$ cat src/hdl/lsu_macros.svh
`ifndef LSU_MACROS_SVH
`define LSU_MACROS_SVH

// Lanes in one vector register row
`define LSU_LANES 4

`define LSU_DATA_W 32       // Lane data and bus data width
`define LSU_ADDR_W 32       // Byte address width
`define LSU_WFID_W 6
`define LSU_VGPR_AW 10      // Vector register row address

// Up to four register rows per operation
`define LSU_DEPTH_W 2

`define LSU_ROW_STRIDE 4    // Bytes added to each lane address per row

`endif

$ cat src/hdl/lsu_pkg.sv
`default_nettype none

`include "lsu_macros.svh"

package lsu_pkg;

    // One register row, used for lane addresses as well as lane data
    typedef logic [`LSU_LANES-1:0][`LSU_DATA_W-1:0] lane_vec_t;

    typedef struct packed {
        logic                    valid;
        logic                    load;
        logic                    store;
        logic [`LSU_WFID_W-1:0]  wfid;
        logic [`LSU_ADDR_W-1:0]  pc;
        logic [`LSU_DEPTH_W-1:0] depth;     // Rows minus one
        logic [`LSU_LANES-1:0]   exec_mask;
        logic [`LSU_VGPR_AW-1:0] dest_row;  // Load destination
        logic [`LSU_VGPR_AW-1:0] src_row;   // Store source
    } lsu_cmd_t;

    typedef struct packed {
        logic                    en;
        logic [`LSU_VGPR_AW-1:0] addr;
        lane_vec_t               data;
        logic [`LSU_LANES-1:0]   mask;
    } vgpr_wr_t;

    typedef struct packed {
        logic                    en;
        logic [`LSU_VGPR_AW-1:0] addr;
    } vgpr_rd_t;

    // Wishbone classic master side
    typedef struct packed {
        logic                   cyc;
        logic                   stb;
        logic                   we;
        logic [`LSU_ADDR_W-1:0] adr;
        logic [`LSU_DATA_W-1:0] dat_w;
    } wb_req_t;

    typedef struct packed {
        logic                   ack;
        logic [`LSU_DATA_W-1:0] dat_r;
    } wb_rsp_t;

    typedef struct packed {
        logic                   valid;
        logic [`LSU_WFID_W-1:0] wfid;
        logic [`LSU_ADDR_W-1:0] pc;
    } lsu_done_t;

    typedef enum logic [3:0] {
        ST_IDLE,
        ST_ADDR,
        ST_RD,
        ST_RD_REG_WR,
        ST_WR_REG_INIT_RD,
        ST_WR_REG_RD,
        ST_WR,
        ST_WR_REG_INC,
        ST_DONE
    } lsu_state_e;

endpackage

`default_nettype wire

$ cat src/hdl/lsu_lane_buffer.sv
`default_nettype none

`include "lsu_macros.svh"

module lsu_lane_buffer (
    input  logic                   clk,
    input  logic                   rst,
    input  lsu_pkg::lane_vec_t     lane_addr,
    input  logic [`LSU_LANES-1:0]  exec_mask,
    input  lsu_pkg::lane_vec_t     vgpr_rd_data,
    input  logic [`LSU_DATA_W-1:0] rd_data,
    input  logic                   capture,
    input  logic                   restore,
    input  logic                   load_row,
    input  logic                   advance,
    output logic [`LSU_ADDR_W-1:0] cur_addr,
    output logic [`LSU_DATA_W-1:0] cur_data,
    output logic                   lane_active,
    output lsu_pkg::lane_vec_t     row_data,
    output logic [`LSU_LANES-1:0]  row_mask
);

    logic [`LSU_LANES-1:0]  mask_stage;
    logic [`LSU_LANES-1:0]  base_mask;
    logic [`LSU_LANES-1:0]  work_mask;
    lsu_pkg::lane_vec_t     base_addr;
    lsu_pkg::lane_vec_t     work_addr;
    lsu_pkg::lane_vec_t     data_buf;
    logic [`LSU_DATA_W-1:0] fill;

    // Command mask from the accept cycle, taken on capture one cycle later
    always_ff @(posedge clk) begin
        mask_stage <= exec_mask;
    end

    always_ff @(posedge clk) begin
        if (rst) begin
            base_mask <= '0;
            work_mask <= '0;
        end else if (capture) begin
            base_mask <= mask_stage;
            work_mask <= mask_stage;
        end else if (restore) begin
            work_mask <= base_mask;
        end else if (advance) begin
            work_mask <= work_mask >> 1;
        end
    end

    always_ff @(posedge clk) begin
        if (capture) begin
            base_addr <= lane_addr;
            work_addr <= lane_addr;
        end else if (restore) begin
            work_addr <= base_addr;
        end else if (advance) begin
            work_addr <= work_addr >> `LSU_DATA_W;
        end
    end

    assign fill = lane_active ? rd_data : '0;  // Masked lanes read back as zero

    // Lane 0 is always the current lane; results enter at the top
    always_ff @(posedge clk) begin
        if (load_row) begin
            data_buf <= vgpr_rd_data;
        end else if (advance) begin
            data_buf <= {fill, data_buf[`LSU_LANES-1:1]};
        end
    end

    assign cur_addr    = work_addr[0];
    assign cur_data    = data_buf[0];
    assign lane_active = work_mask[0];
    assign row_data    = data_buf;
    assign row_mask    = base_mask;

endmodule

`default_nettype wire

$ cat src/hdl/lsu_op_manager.sv
`default_nettype none

`include "lsu_macros.svh"

module lsu_op_manager (
    input  logic               clk,
    input  logic               rst,
    input  lsu_pkg::lsu_cmd_t  cmd,
    input  lsu_pkg::lane_vec_t lane_addr,
    input  lsu_pkg::lane_vec_t vgpr_rd_data,
    input  lsu_pkg::wb_rsp_t   wb_in,
    output logic               rdy,
    output lsu_pkg::vgpr_rd_t  vgpr_rd,
    output lsu_pkg::vgpr_wr_t  vgpr_wr,
    output lsu_pkg::wb_req_t   wb,
    output lsu_pkg::lsu_done_t done
);

    logic                    capture;
    logic                    restore;
    logic                    load_row;
    logic                    advance;
    logic                    start;
    logic                    write;
    logic [`LSU_DEPTH_W-1:0] row;
    logic                    lane_active;
    logic                    lane_finish;
    logic [`LSU_ADDR_W-1:0]  cur_addr;
    logic [`LSU_DATA_W-1:0]  cur_data;
    logic [`LSU_DATA_W-1:0]  rd_data;
    lsu_pkg::lane_vec_t      row_data;
    logic [`LSU_LANES-1:0]   row_mask;
    logic                    wr_en;
    logic [`LSU_VGPR_AW-1:0] wr_addr;

    lsu_sequencer u_sequencer (
        .clk         (clk),
        .rst         (rst),
        .cmd         (cmd),
        .lane_active (lane_active),
        .lane_finish (lane_finish),
        .rdy         (rdy),
        .capture     (capture),
        .restore     (restore),
        .load_row    (load_row),
        .advance     (advance),
        .start       (start),
        .write       (write),
        .row         (row),
        .vgpr_rd     (vgpr_rd),
        .wr_en       (wr_en),
        .wr_addr     (wr_addr),
        .done        (done)
    );

    lsu_lane_buffer u_lane_buffer (
        .clk          (clk),
        .rst          (rst),
        .lane_addr    (lane_addr),
        .exec_mask    (cmd.exec_mask),
        .vgpr_rd_data (vgpr_rd_data),
        .rd_data      (rd_data),
        .capture      (capture),
        .restore      (restore),
        .load_row     (load_row),
        .advance      (advance),
        .cur_addr     (cur_addr),
        .cur_data     (cur_data),
        .lane_active  (lane_active),
        .row_data     (row_data),
        .row_mask     (row_mask)
    );

    lsu_wb_master u_wb_master (
        .clk       (clk),
        .rst       (rst),
        .start     (start),
        .write     (write),
        .row       (row),
        .lane_addr (cur_addr),
        .lane_data (cur_data),
        .wb_in     (wb_in),
        .wb        (wb),
        .finish    (lane_finish),
        .rd_data   (rd_data)
    );

    // Row write uses the command's execution mask as lane write mask
    assign vgpr_wr.en   = wr_en;
    assign vgpr_wr.addr = wr_addr;
    assign vgpr_wr.data = row_data;
    assign vgpr_wr.mask = row_mask;

endmodule

`default_nettype wire

$ cat src/hdl/lsu_sequencer.sv
`default_nettype none

`include "lsu_macros.svh"

module lsu_sequencer (
    input  logic                    clk,
    input  logic                    rst,
    input  lsu_pkg::lsu_cmd_t       cmd,
    input  logic                    lane_active,
    input  logic                    lane_finish,
    output logic                    rdy,
    output logic                    capture,
    output logic                    restore,
    output logic                    load_row,
    output logic                    advance,
    output logic                    start,
    output logic                    write,
    output logic [`LSU_DEPTH_W-1:0] row,
    output lsu_pkg::vgpr_rd_t       vgpr_rd,
    output logic                    wr_en,
    output logic [`LSU_VGPR_AW-1:0] wr_addr,
    output lsu_pkg::lsu_done_t      done
);

    localparam int LANE_W = $clog2(`LSU_LANES);

    lsu_pkg::lsu_state_e     state, state_next;
    lsu_pkg::lsu_cmd_t       cmd_q;
    logic [LANE_W-1:0]       lane_cnt;
    logic [`LSU_DEPTH_W-1:0] row_cnt;
    logic [`LSU_VGPR_AW-1:0] row_addr;
    logic                    launched;   // Bus transfer of the current lane is open
    logic                    accept;
    logic                    lane_phase;
    logic                    last_lane;
    logic                    last_row;

    assign accept     = (state == lsu_pkg::ST_IDLE) && cmd.valid && (cmd.load || cmd.store);
    assign lane_phase = (state == lsu_pkg::ST_RD) || (state == lsu_pkg::ST_WR);
    assign last_lane  = (lane_cnt == LANE_W'(`LSU_LANES - 1));
    assign last_row   = (row_cnt == cmd_q.depth);

    // Masked lanes step at once, active lanes wait for the bus
    assign start   = lane_phase && lane_active && !launched;
    assign advance = lane_phase && (!lane_active || lane_finish);

    assign capture  = (state == lsu_pkg::ST_ADDR);
    assign load_row = (state == lsu_pkg::ST_WR_REG_RD);
    assign restore  = (state == lsu_pkg::ST_RD_REG_WR) || (state == lsu_pkg::ST_WR_REG_INC);

    always_comb begin
        state_next = state;
        case (state)
            lsu_pkg::ST_IDLE: if (accept) state_next = lsu_pkg::ST_ADDR;
            lsu_pkg::ST_ADDR: begin
                state_next = cmd_q.load ? lsu_pkg::ST_RD : lsu_pkg::ST_WR_REG_INIT_RD;
            end
            lsu_pkg::ST_RD: if (advance && last_lane) state_next = lsu_pkg::ST_RD_REG_WR;
            lsu_pkg::ST_RD_REG_WR: begin
                state_next = last_row ? lsu_pkg::ST_DONE : lsu_pkg::ST_RD;
            end
            lsu_pkg::ST_WR_REG_INIT_RD: state_next = lsu_pkg::ST_WR_REG_RD;
            lsu_pkg::ST_WR_REG_RD:      state_next = lsu_pkg::ST_WR;
            lsu_pkg::ST_WR: if (advance && last_lane) state_next = lsu_pkg::ST_WR_REG_INC;
            lsu_pkg::ST_WR_REG_INC: begin
                state_next = last_row ? lsu_pkg::ST_DONE : lsu_pkg::ST_WR_REG_INIT_RD;
            end
            lsu_pkg::ST_DONE: state_next = lsu_pkg::ST_IDLE;
            default:          state_next = lsu_pkg::ST_IDLE;
        endcase
    end

    always_ff @(posedge clk) begin
        if (rst) begin
            state    <= lsu_pkg::ST_IDLE;
            lane_cnt <= '0;
            row_cnt  <= '0;
            launched <= 1'b0;
        end else begin
            state <= state_next;
            if (start) begin
                launched <= 1'b1;
            end else if (lane_finish) begin
                launched <= 1'b0;
            end
            if (accept || restore) begin
                lane_cnt <= '0;
            end else if (advance) begin
                lane_cnt <= lane_cnt + 1'b1;
            end
            if (accept) begin
                row_cnt <= '0;
            end else if (restore) begin
                row_cnt <= row_cnt + 1'b1;
            end
        end
    end

    // Command copy and register row pointer
    always_ff @(posedge clk) begin
        if (accept) begin
            cmd_q    <= cmd;
            row_addr <= cmd.load ? cmd.dest_row : cmd.src_row;
        end else if (restore) begin
            row_addr <= row_addr + 1'b1;
        end
    end

    assign rdy   = (state == lsu_pkg::ST_IDLE);
    assign write = !cmd_q.load;
    assign row   = row_cnt;

    assign vgpr_rd.en   = (state == lsu_pkg::ST_WR_REG_INIT_RD);
    assign vgpr_rd.addr = row_addr;

    assign wr_en   = (state == lsu_pkg::ST_RD_REG_WR);
    assign wr_addr = row_addr;

    assign done.valid = (state == lsu_pkg::ST_DONE);
    assign done.wfid  = cmd_q.wfid;
    assign done.pc    = cmd_q.pc;

endmodule

`default_nettype wire

$ cat src/hdl/lsu_wb_master.sv
`default_nettype none

`include "lsu_macros.svh"

module lsu_wb_master (
    input  logic                    clk,
    input  logic                    rst,
    input  logic                    start,
    input  logic                    write,
    input  logic [`LSU_DEPTH_W-1:0] row,
    input  logic [`LSU_ADDR_W-1:0]  lane_addr,
    input  logic [`LSU_DATA_W-1:0]  lane_data,
    input  lsu_pkg::wb_rsp_t        wb_in,
    output lsu_pkg::wb_req_t        wb,
    output logic                    finish,
    output logic [`LSU_DATA_W-1:0]  rd_data
);

    logic                   cyc_q;
    logic                   we_q;
    logic [`LSU_ADDR_W-1:0] adr_q;
    logic [`LSU_DATA_W-1:0] dat_q;
    logic [`LSU_ADDR_W-1:0] row_offset;

    assign row_offset = `LSU_ADDR_W'(row) * `LSU_ADDR_W'(`LSU_ROW_STRIDE);

    // Cycle opens on start and closes the cycle after ack
    always_ff @(posedge clk) begin
        if (rst) begin
            cyc_q  <= 1'b0;
            finish <= 1'b0;
        end else begin
            finish <= 1'b0;
            if (cyc_q && wb_in.ack) begin
                cyc_q  <= 1'b0;
                finish <= 1'b1;
            end else if (start) begin
                cyc_q <= 1'b1;
            end
        end
    end

    // Request held stable until ack
    always_ff @(posedge clk) begin
        if (start && !cyc_q) begin
            we_q  <= write;
            adr_q <= lane_addr + row_offset;
            dat_q <= lane_data;
        end
        if (cyc_q && wb_in.ack) begin
            rd_data <= wb_in.dat_r;
        end
    end

    assign wb.cyc   = cyc_q;
    assign wb.stb   = cyc_q;  // Single transfer per cycle
    assign wb.we    = we_q;
    assign wb.adr   = adr_q;
    assign wb.dat_w = dat_q;

endmodule

`default_nettype wire

$ cat config.mk
export PLATFORM = sky130hd
export DESIGN_NAME = lsu_op_manager
export DESIGN_NICKNAME = d
export VERILOG_FILES = /design/src/hdl/lsu_pkg.sv /design/src/hdl/lsu_lane_buffer.sv /design/src/hdl/lsu_op_manager.sv /design/src/hdl/lsu_sequencer.sv /design/src/hdl/lsu_wb_master.sv
export VERILOG_INCLUDE_DIRS = /design/src /design/src/hdl
export SDC_FILE = /design/constraint.sdc
export NUM_CORES = 1
export LEC_CHECK = 0
export BUFFER_PORTS_ARGS = -buffer_cell sky130_fd_sc_hd__clkbuf_2
export CAP_MARGIN = 40
export CORE_AREA = 10 10 229 231
export DETAILED_ROUTE_END_ITERATION = 10
export DIE_AREA = 0 0 239 241
export PLACE_DENSITY = 0.72
export SETUP_SLACK_MARGIN = 0.2
export SYNTH_ARGS = -nofsm -noshare
export SYNTH_HDL_FRONTEND = slang
export SYNTH_HIERARCHICAL = 1
export SYNTH_SLANG_ARGS = --single-unit
export TNS_END_PERCENT = 30
$ cat constraint.sdc
create_clock -name clk -period 35 [get_ports clk]
set_clock_uncertainty 0.2 [all_clocks]
set_input_delay 7 -clock clk [delete_from_list [all_inputs] [get_ports clk]]
set_output_delay 7 -clock clk [all_outputs]
set_load 0.01 [all_outputs]
# == Yosys cells after proc, flatten, opt, wreduce, memory -nomap -nowiden ==
# Cells that the tools add are included.
# word_totals
register_bits,555
word_cells,95
out_inout_bits,261
input_bits,358
# op_classes
addsub,4
mux,22
reduce_logical,26
eq_ne,13
# ops
cell,count
two-way mux 128 bit,5
adder 32 x 4 -> 32 bit,1
two-way mux 32 bit,1
two-way mux 4 bit,8
case mux 4 bit (8 select lines),1
two-way mux 10 bit,3
"== test 4 x 3 -> 1 bit, second input constant",4
"adder 10 x 1 -> 10 bit, second input constant",1
"== test 4 x 2 -> 1 bit, second input constant",2
logical AND 1 bit,8
nonzero test 2 bit,3
OR reduction 2 bit,3
logical OR 1 bit,5
"adder 2 x 1 -> 2 bit, second input constant",2
"== test 4 x 1 -> 1 bit, second input constant",1
"== test 4 bit, second input constant",1
zero test 1 bit,4
zero test 4 bit,1
"!= test 2 bit, second input constant",2
two-way mux 1 bit,3
two-way mux 3 bit,1
AND reduction 3 bit,1
nonzero test 3 bit,1
== test 2 bit,1
2 further kinds,2

# == Longest topological paths before layout ==
# logic_depth
depth_word,6
mapped_depth,9
ltp_nobuf,6

# == Modules after synthesis ==
# The synthesis kept the hierarchy.
# by_module_without_submodules
mod,seq_area_each_um2,area_each_um2,cells_per_inst,instances
lsu_lane_buffer,11771.3,16224.3,1006,1
lsu_wb_master,2952.8,3617.2,186,1
lsu_sequencer,1711.6,2816.5,213,1
lsu_op_manager,0.0,7.5,1,1

# == Worst setup path after synthesis ==
# OpenSTA, ideal clock, no wires.
# synth_path
path_kind,register to register
from,register u_sequencer.state[0]
to,register u_lane_buffer.work_mask[3]
path_buffers,3
synth_period_minus_slack_ns,16.117
arrival_time_ns,15.828
setup_ns,0.089
stages_incl_launch_ff,9
t_required_ns,34.711
path_slack_ns,18.883
path_cell_list,dfxtp_1 buf_2 inv_1 nor4_1 buf_6 or3_1 buf_2 nor2_1 a311oi_2
# synth_between
word_cells_on_any_way,11
cone_classes,5 x eq/ne; 2 x mux; 4 x reduce/logical
# synth_rtl
element,line,source
start: declaration,lsu_sequencer.sv:27,"lsu_pkg::lsu_state_e state, state_next;"
start signal: assignment,lsu_sequencer.sv:75,state <= lsu_pkg::ST_IDLE;
start signal: assignment,lsu_sequencer.sv:80,state <= state_next;
== test 4 x 1 -> 1 bit (*),lsu_sequencer.sv:47,assign capture = (state == lsu_pkg::ST_ADDR);
named net capture,lsu_op_manager.sv:19,logic capture;
nonzero test 3 bit (no source line) / two-way mux 4 bit (equally long branches),n/a,
end signal: assignment,lsu_lane_buffer.sv:42,work_mask <= mask_stage;
end signal: assignment,lsu_lane_buffer.sv:44,work_mask <= base_mask;
end signal: assignment,lsu_lane_buffer.sv:46,work_mask <= work_mask >> 1;
end: declaration,lsu_lane_buffer.sv:25,logic [`LSU_LANES-1:0] work_mask;
# Mark *: on every way through the listed nets, which the timed path passes. The rest lies on a longest branch.
# A chain may end at the register's enable or synchronous reset.

# == Worst setup path in the final report ==
# layout_path
from,register u_sequencer.state[2]
to,output port rdy
# layout_between
elab_chain_cells,1
# layout_rtl
element,line,source
zero test 4 bit,lsu_sequencer.sv:109,assign rdy = (state == lsu_pkg::ST_IDLE);
end: declaration,lsu_op_manager.sv:12,"output logic rdy,"
# No other way between the ends.

==> flow_metrics.py <==
metrics = {
    "logic_synthesis": {
        "synthArstFlopShare": 0,
        "synth.distinct_cells": 58,
        "post_synth_top_area_share": 0.705,
        "yosys_warnings": 6,
        "yosys-top-cells-area": "sky130_fd_sc_hd__edfxtp_1, sky130_fd_sc_hd__mux2_2, sky130_fd_sc_hd__mux2i_1",
        "cell_taking_the_most_area_after_synthesis": "sky130_fd_sc_hd__edfxtp_1",
        "ys_dominant_reg_cell": "sky130_fd_sc_hd__edfxtp_1",
        "synth_fp_nets": 1769,
        "postSynthRegisterBits": 555,
        "post_synth.cell_area_avg_um2": 16.1,
        "synth-edff-count": 532,
        "number_of_instances_in_the_synthesized_netlist": 1406,
        "synthesis.area_um2": 22700,
        "seq_area_frac_synth": 0.725,
    },
    "die": {
        "design.portCount": 619,
        "fp.coreArea_um2": 47500,
        "die_area_um2": 57600,
        "initial_utilization": 0.477,
        "chipHeight_um": 241,
        "placementRows": 80,
        "dieWidth_um": 239,
    },
    "critical_path": {
        "cp_num_cells": 3,
        "critical_path_launch_point_type": "flop",
        "largest_fanout_of_any_net_on_the_critical_path": 10,
        "reg2regPathDepth": 6,
        "critPathBufInv": 2,
        "required_ps": 27800,
        "endpoint_of_the_most_critical_register_to_register_path": "u_lane_buffer/work_addr[72]",
        "critical_path.slowest_cell": "sky130_fd_sc_hd__or4_1",
        "slowest_delay_ps": 710,
        "regToRegStartpoint": "u_sequencer/state[0]",
        "path_cells": "or4_1, inv_1, clkbuf_2",
        "worst_setup_end_kind": "primary output",
        "critPathTopFamily": "simple AND/OR/NAND/NOR gates",
        "worstSetupPathType": "reg -> out",
        "critPathArrivalTime_ps": 1980,
        "ff_to_ff_setup_slack_ps": 31090,
    },
    "hold_path": {
        "hold_path_depth": 0,
        "holdCritStartpoint": "u_lane_buffer/cur_addr[1]",
        "timing.hold.worst.class": "reg -> reg",
        "hold_path_end": "u_wb_master/adr_q[1]",
    },
    "clock_tree": {
        "clk_pin_slew_worst_paths_ps": 60,
        "clk-insertion-delay-late_ps": 610,
        "numClockSinks": 555,
        "max-clock-path-buffers": 3,
        "clock_tree_from_tritoncts": "done",
        "count_of_hold_buffers_inserted_by_post_cts_repair": 0,
        "tritoncts.num_buffers": 56,
        "postCtsResizedCells": 0,
        "clock_tree.htree_level_count": 2,
        "post_cts.repair.setup_buffers": 0,
        "clock_tree.root_cell": "sky130_fd_sc_hd__clkbuf_16",
    },
    "detailed_routing": {
        "first_iter_violations": 843,
        "routed-via-count": 13400,
        "first_pass_iters": 5,
        "drc": 0,
        "routed_via_density": 5.21,
        "detail-route-antenna-nets": 0,
        "detail_route.wl_per_cell_um": 22.9,
        "totalWireLength_um": 59100,
    },
    "global_route": {
        "grt_max_degree": 96,
        "initial_antenna_violation_count": 18,
        "grt_remaining_overflow": 0,
        "track_usage": 0.196,
        "grt_pass1_wl_um": 85900,
        "first_global_vias": 13600,
    },
    "sta": {
        "fin_crit_sh": 0.262,
        "timing.final.max_slew_violations": 0,
        "max_clock_freq_ghz": 0.109,
        "fin_crit_ps": 9180,
        "final.setup.tns_ps": 0,
        "rsz0062_at_grt": "false",
        "setup-violations-final": 0,
        "timing.final.hold_violations": 0,
        "slew_headroom": 0.424,
        "worst_margin_slew_ps": 864,
    },
    "final_layout": {
        "summed_area_of_non_filler_cells_in_the_final_layout_um2": 27300,
        "regArea_um2": 16400,
        "final_layout_size_suffix_gt1_frac": 0.423,
        "mostFrequentLayoutCells": "sky130_fd_sc_hd__clkbuf_2, sky130_fd_sc_hd__edfxtp_1, sky130_fd_sc_hd__nand2_1",
        "multiInputGateArea_um2": 4970,
        "num-fill-cells": 3742,
        "area_growth_syn_to_layout_pct": 20.3,
        "most_common_library_cell_in_the_layout_ignoring_fill_and_taps": "sky130_fd_sc_hd__clkbuf_2",
        "nets": 2277,
    },
    "outcome": {
        "status": "finished, final reports clean",
    },
    "power_and_ir_drop": {
        "p_leak_nw": 10.1,
        "p_per_area_nw_per_um2": 65.4,
        "peak_ir_drop_on_the_vdd_network_mv": 0.0459,
    },
    "place": {
        "dp.final_hpwl_um": 45100,
        "globalplace.congestion": 0.872,
        "dpl_cell_area_um2": 25600,
        "i_o_buffers": 618,
    },
    "job": {
        "max_cap_violations": 0,
    },
}
## kinds of logic after synthesis
kind of cell,share of synthesized area
XOR/XNOR,0.0135
adder cells (fa/ha/maj),0.00309
multiplexers,0.0936
AND/OR/NAND/NOR,0.0464
AO/OA/AOI/OAI,0.0611
flip-flops,0.725
buffers and inverters,0.0571
## per-layer routing
layer / global-route usage / wire length [µm] / vias to the layer above
li1: - / - / 6271
met1: 0.220 / 21400 / 6546
met2: 0.345 / 30700 / 495
met3: 0.0774 / 5950 / 92
met4: 0.0450 / 966 / 16
met5: 0 / 103 / -
## area by class of cell
cell class                 instances  area share
clock inverter                    33     0.00904
clock buffer                      68      0.0531
tap                              615      0.0282
inverter                          11     0.00197
antenna                            5    0.000459
sequential                       555       0.603
timing repair buffer             635       0.122
multi-input combinational        655       0.182
## state kept, by name (all words and copies together) (netlist names)
register                  count
u_lane_buffer/base_addr     128
u_lane_buffer/cur_addr       32
u_lane_buffer/cur_data       32
u_lane_buffer/mask_stage      4
u_lane_buffer/row_data       96
u_lane_buffer/row_mask        4
u_lane_buffer/work_addr      96
u_lane_buffer/work_mask       4
u_sequencer/cmd_q             3
u_sequencer/done             38
u_sequencer/lane_cnt          2
u_sequencer/launched          1
u_sequencer/row               2
u_sequencer/state             4
u_sequencer/wr_addr          10
u_wb_master/adr_q            32
u_wb_master/cyc_q             1
u_wb_master/dat_q            32
u_wb_master/finish            1
u_wb_master/rd_data          32
u_wb_master/we_q              1
## synthesized netlist by cell type, types with 3 or more instances
| master | n |
|---|---|
| sky130_fd_sc_hd__nor2_1 | 15 |
| sky130_fd_sc_hd__xnor2_1 | 24 |
| sky130_fd_sc_hd__buf_6 | 4 |
| sky130_fd_sc_hd__a21oi_1 | 5 |
| sky130_fd_sc_hd__o21ai_0 | 105 |
| sky130_fd_sc_hd__mux2i_1 | 104 |
| sky130_fd_sc_hd__ha_1 | 4 |
| sky130_fd_sc_hd__or4_1 | 3 |
| sky130_fd_sc_hd__o21ai_1 | 3 |
| sky130_fd_sc_hd__nor3_1 | 3 |
| sky130_fd_sc_hd__nand2_1 | 113 |
| sky130_fd_sc_hd__nor2b_1 | 12 |
| sky130_fd_sc_hd__a211oi_1 | 4 |
| sky130_fd_sc_hd__nand2b_1 | 4 |
| sky130_fd_sc_hd__or3_1 | 5 |
| sky130_fd_sc_hd__clkbuf_1 | 21 |
| sky130_fd_sc_hd__buf_2 | 30 |
| sky130_fd_sc_hd__a221o_1 | 3 |
| sky130_fd_sc_hd__a31oi_1 | 5 |
| sky130_fd_sc_hd__mux2_2 | 96 |
| sky130_fd_sc_hd__inv_1 | 10 |
| sky130_fd_sc_hd__dfxtp_1 | 23 |
| sky130_fd_sc_hd__and3_1 | 3 |
| sky130_fd_sc_hd__a2111oi_0 | 5 |
| sky130_fd_sc_hd__xor2_1 | 11 |
| sky130_fd_sc_hd__a22o_1 | 63 |
| sky130_fd_sc_hd__o31ai_1 | 3 |
| sky130_fd_sc_hd__edfxtp_1 | 532 |
| sky130_fd_sc_hd__nand4_1 | 9 |
| sky130_fd_sc_hd__nand3_1 | 15 |
| sky130_fd_sc_hd__o21bai_1 | 3 |
| sky130_fd_sc_hd__buf_4 | 129 |
## where the power goes
group	total [W]	leakage [nW]	internal [W]	switching (W)
clock network	0.000556	0.824	0.000309	0.000247
logic	0.000293	4.18	0.000113	0.000179
registers	0.000935	5.11	0.000886	0.0000483
total	0.00178	10.1	0.00131	0.000474
## how the worst max path moves through the flow
| stage | from | end | slack (ps) |
|---|---|---|---|
| after global placement | cmd[65] | u_sequencer/wr_addr[3] | 26000 |
| after detailed placement | cmd[65] | u_sequencer/wr_addr[8] | 25880 |
| final | u_sequencer/state[2] | rdy | 25820 |
| after global routing | u_sequencer/state[2] | rdy | 25710 |
| after floorplan | u_sequencer/state[0] | u_lane_buffer/work_mask[3] | 18880 |
| after CTS | u_sequencer/state[2] | rdy | 25800 |
## worst register-to-register path, cell delays in order (launching register included)
cell                      delay (ps)
sky130_fd_sc_hd__dfxtp_1         520
sky130_fd_sc_hd__inv_1           150
sky130_fd_sc_hd__nor4_2          320
sky130_fd_sc_hd__buf_4           690
sky130_fd_sc_hd__or3_4           850
sky130_fd_sc_hd__buf_4           570
sky130_fd_sc_hd__buf_12          290
## stage by stage
stage	setup WS, ps	std cells	hold WS (ps)	util	power [W]
after floorplan	18880	1406	228	-	0.00117
after global placement	26000	2465	207	0.534	0.00122
after detailed placement	25880	2471	218	0.537	0.00124
after CTS	25800	2572	233	0.573	0.00180
after global routing	25710	2575	237	0.573	0.00186
final	25820	2577	225	0.573	0.00178
Note: power is estimated with default switching activity, not from simulation.
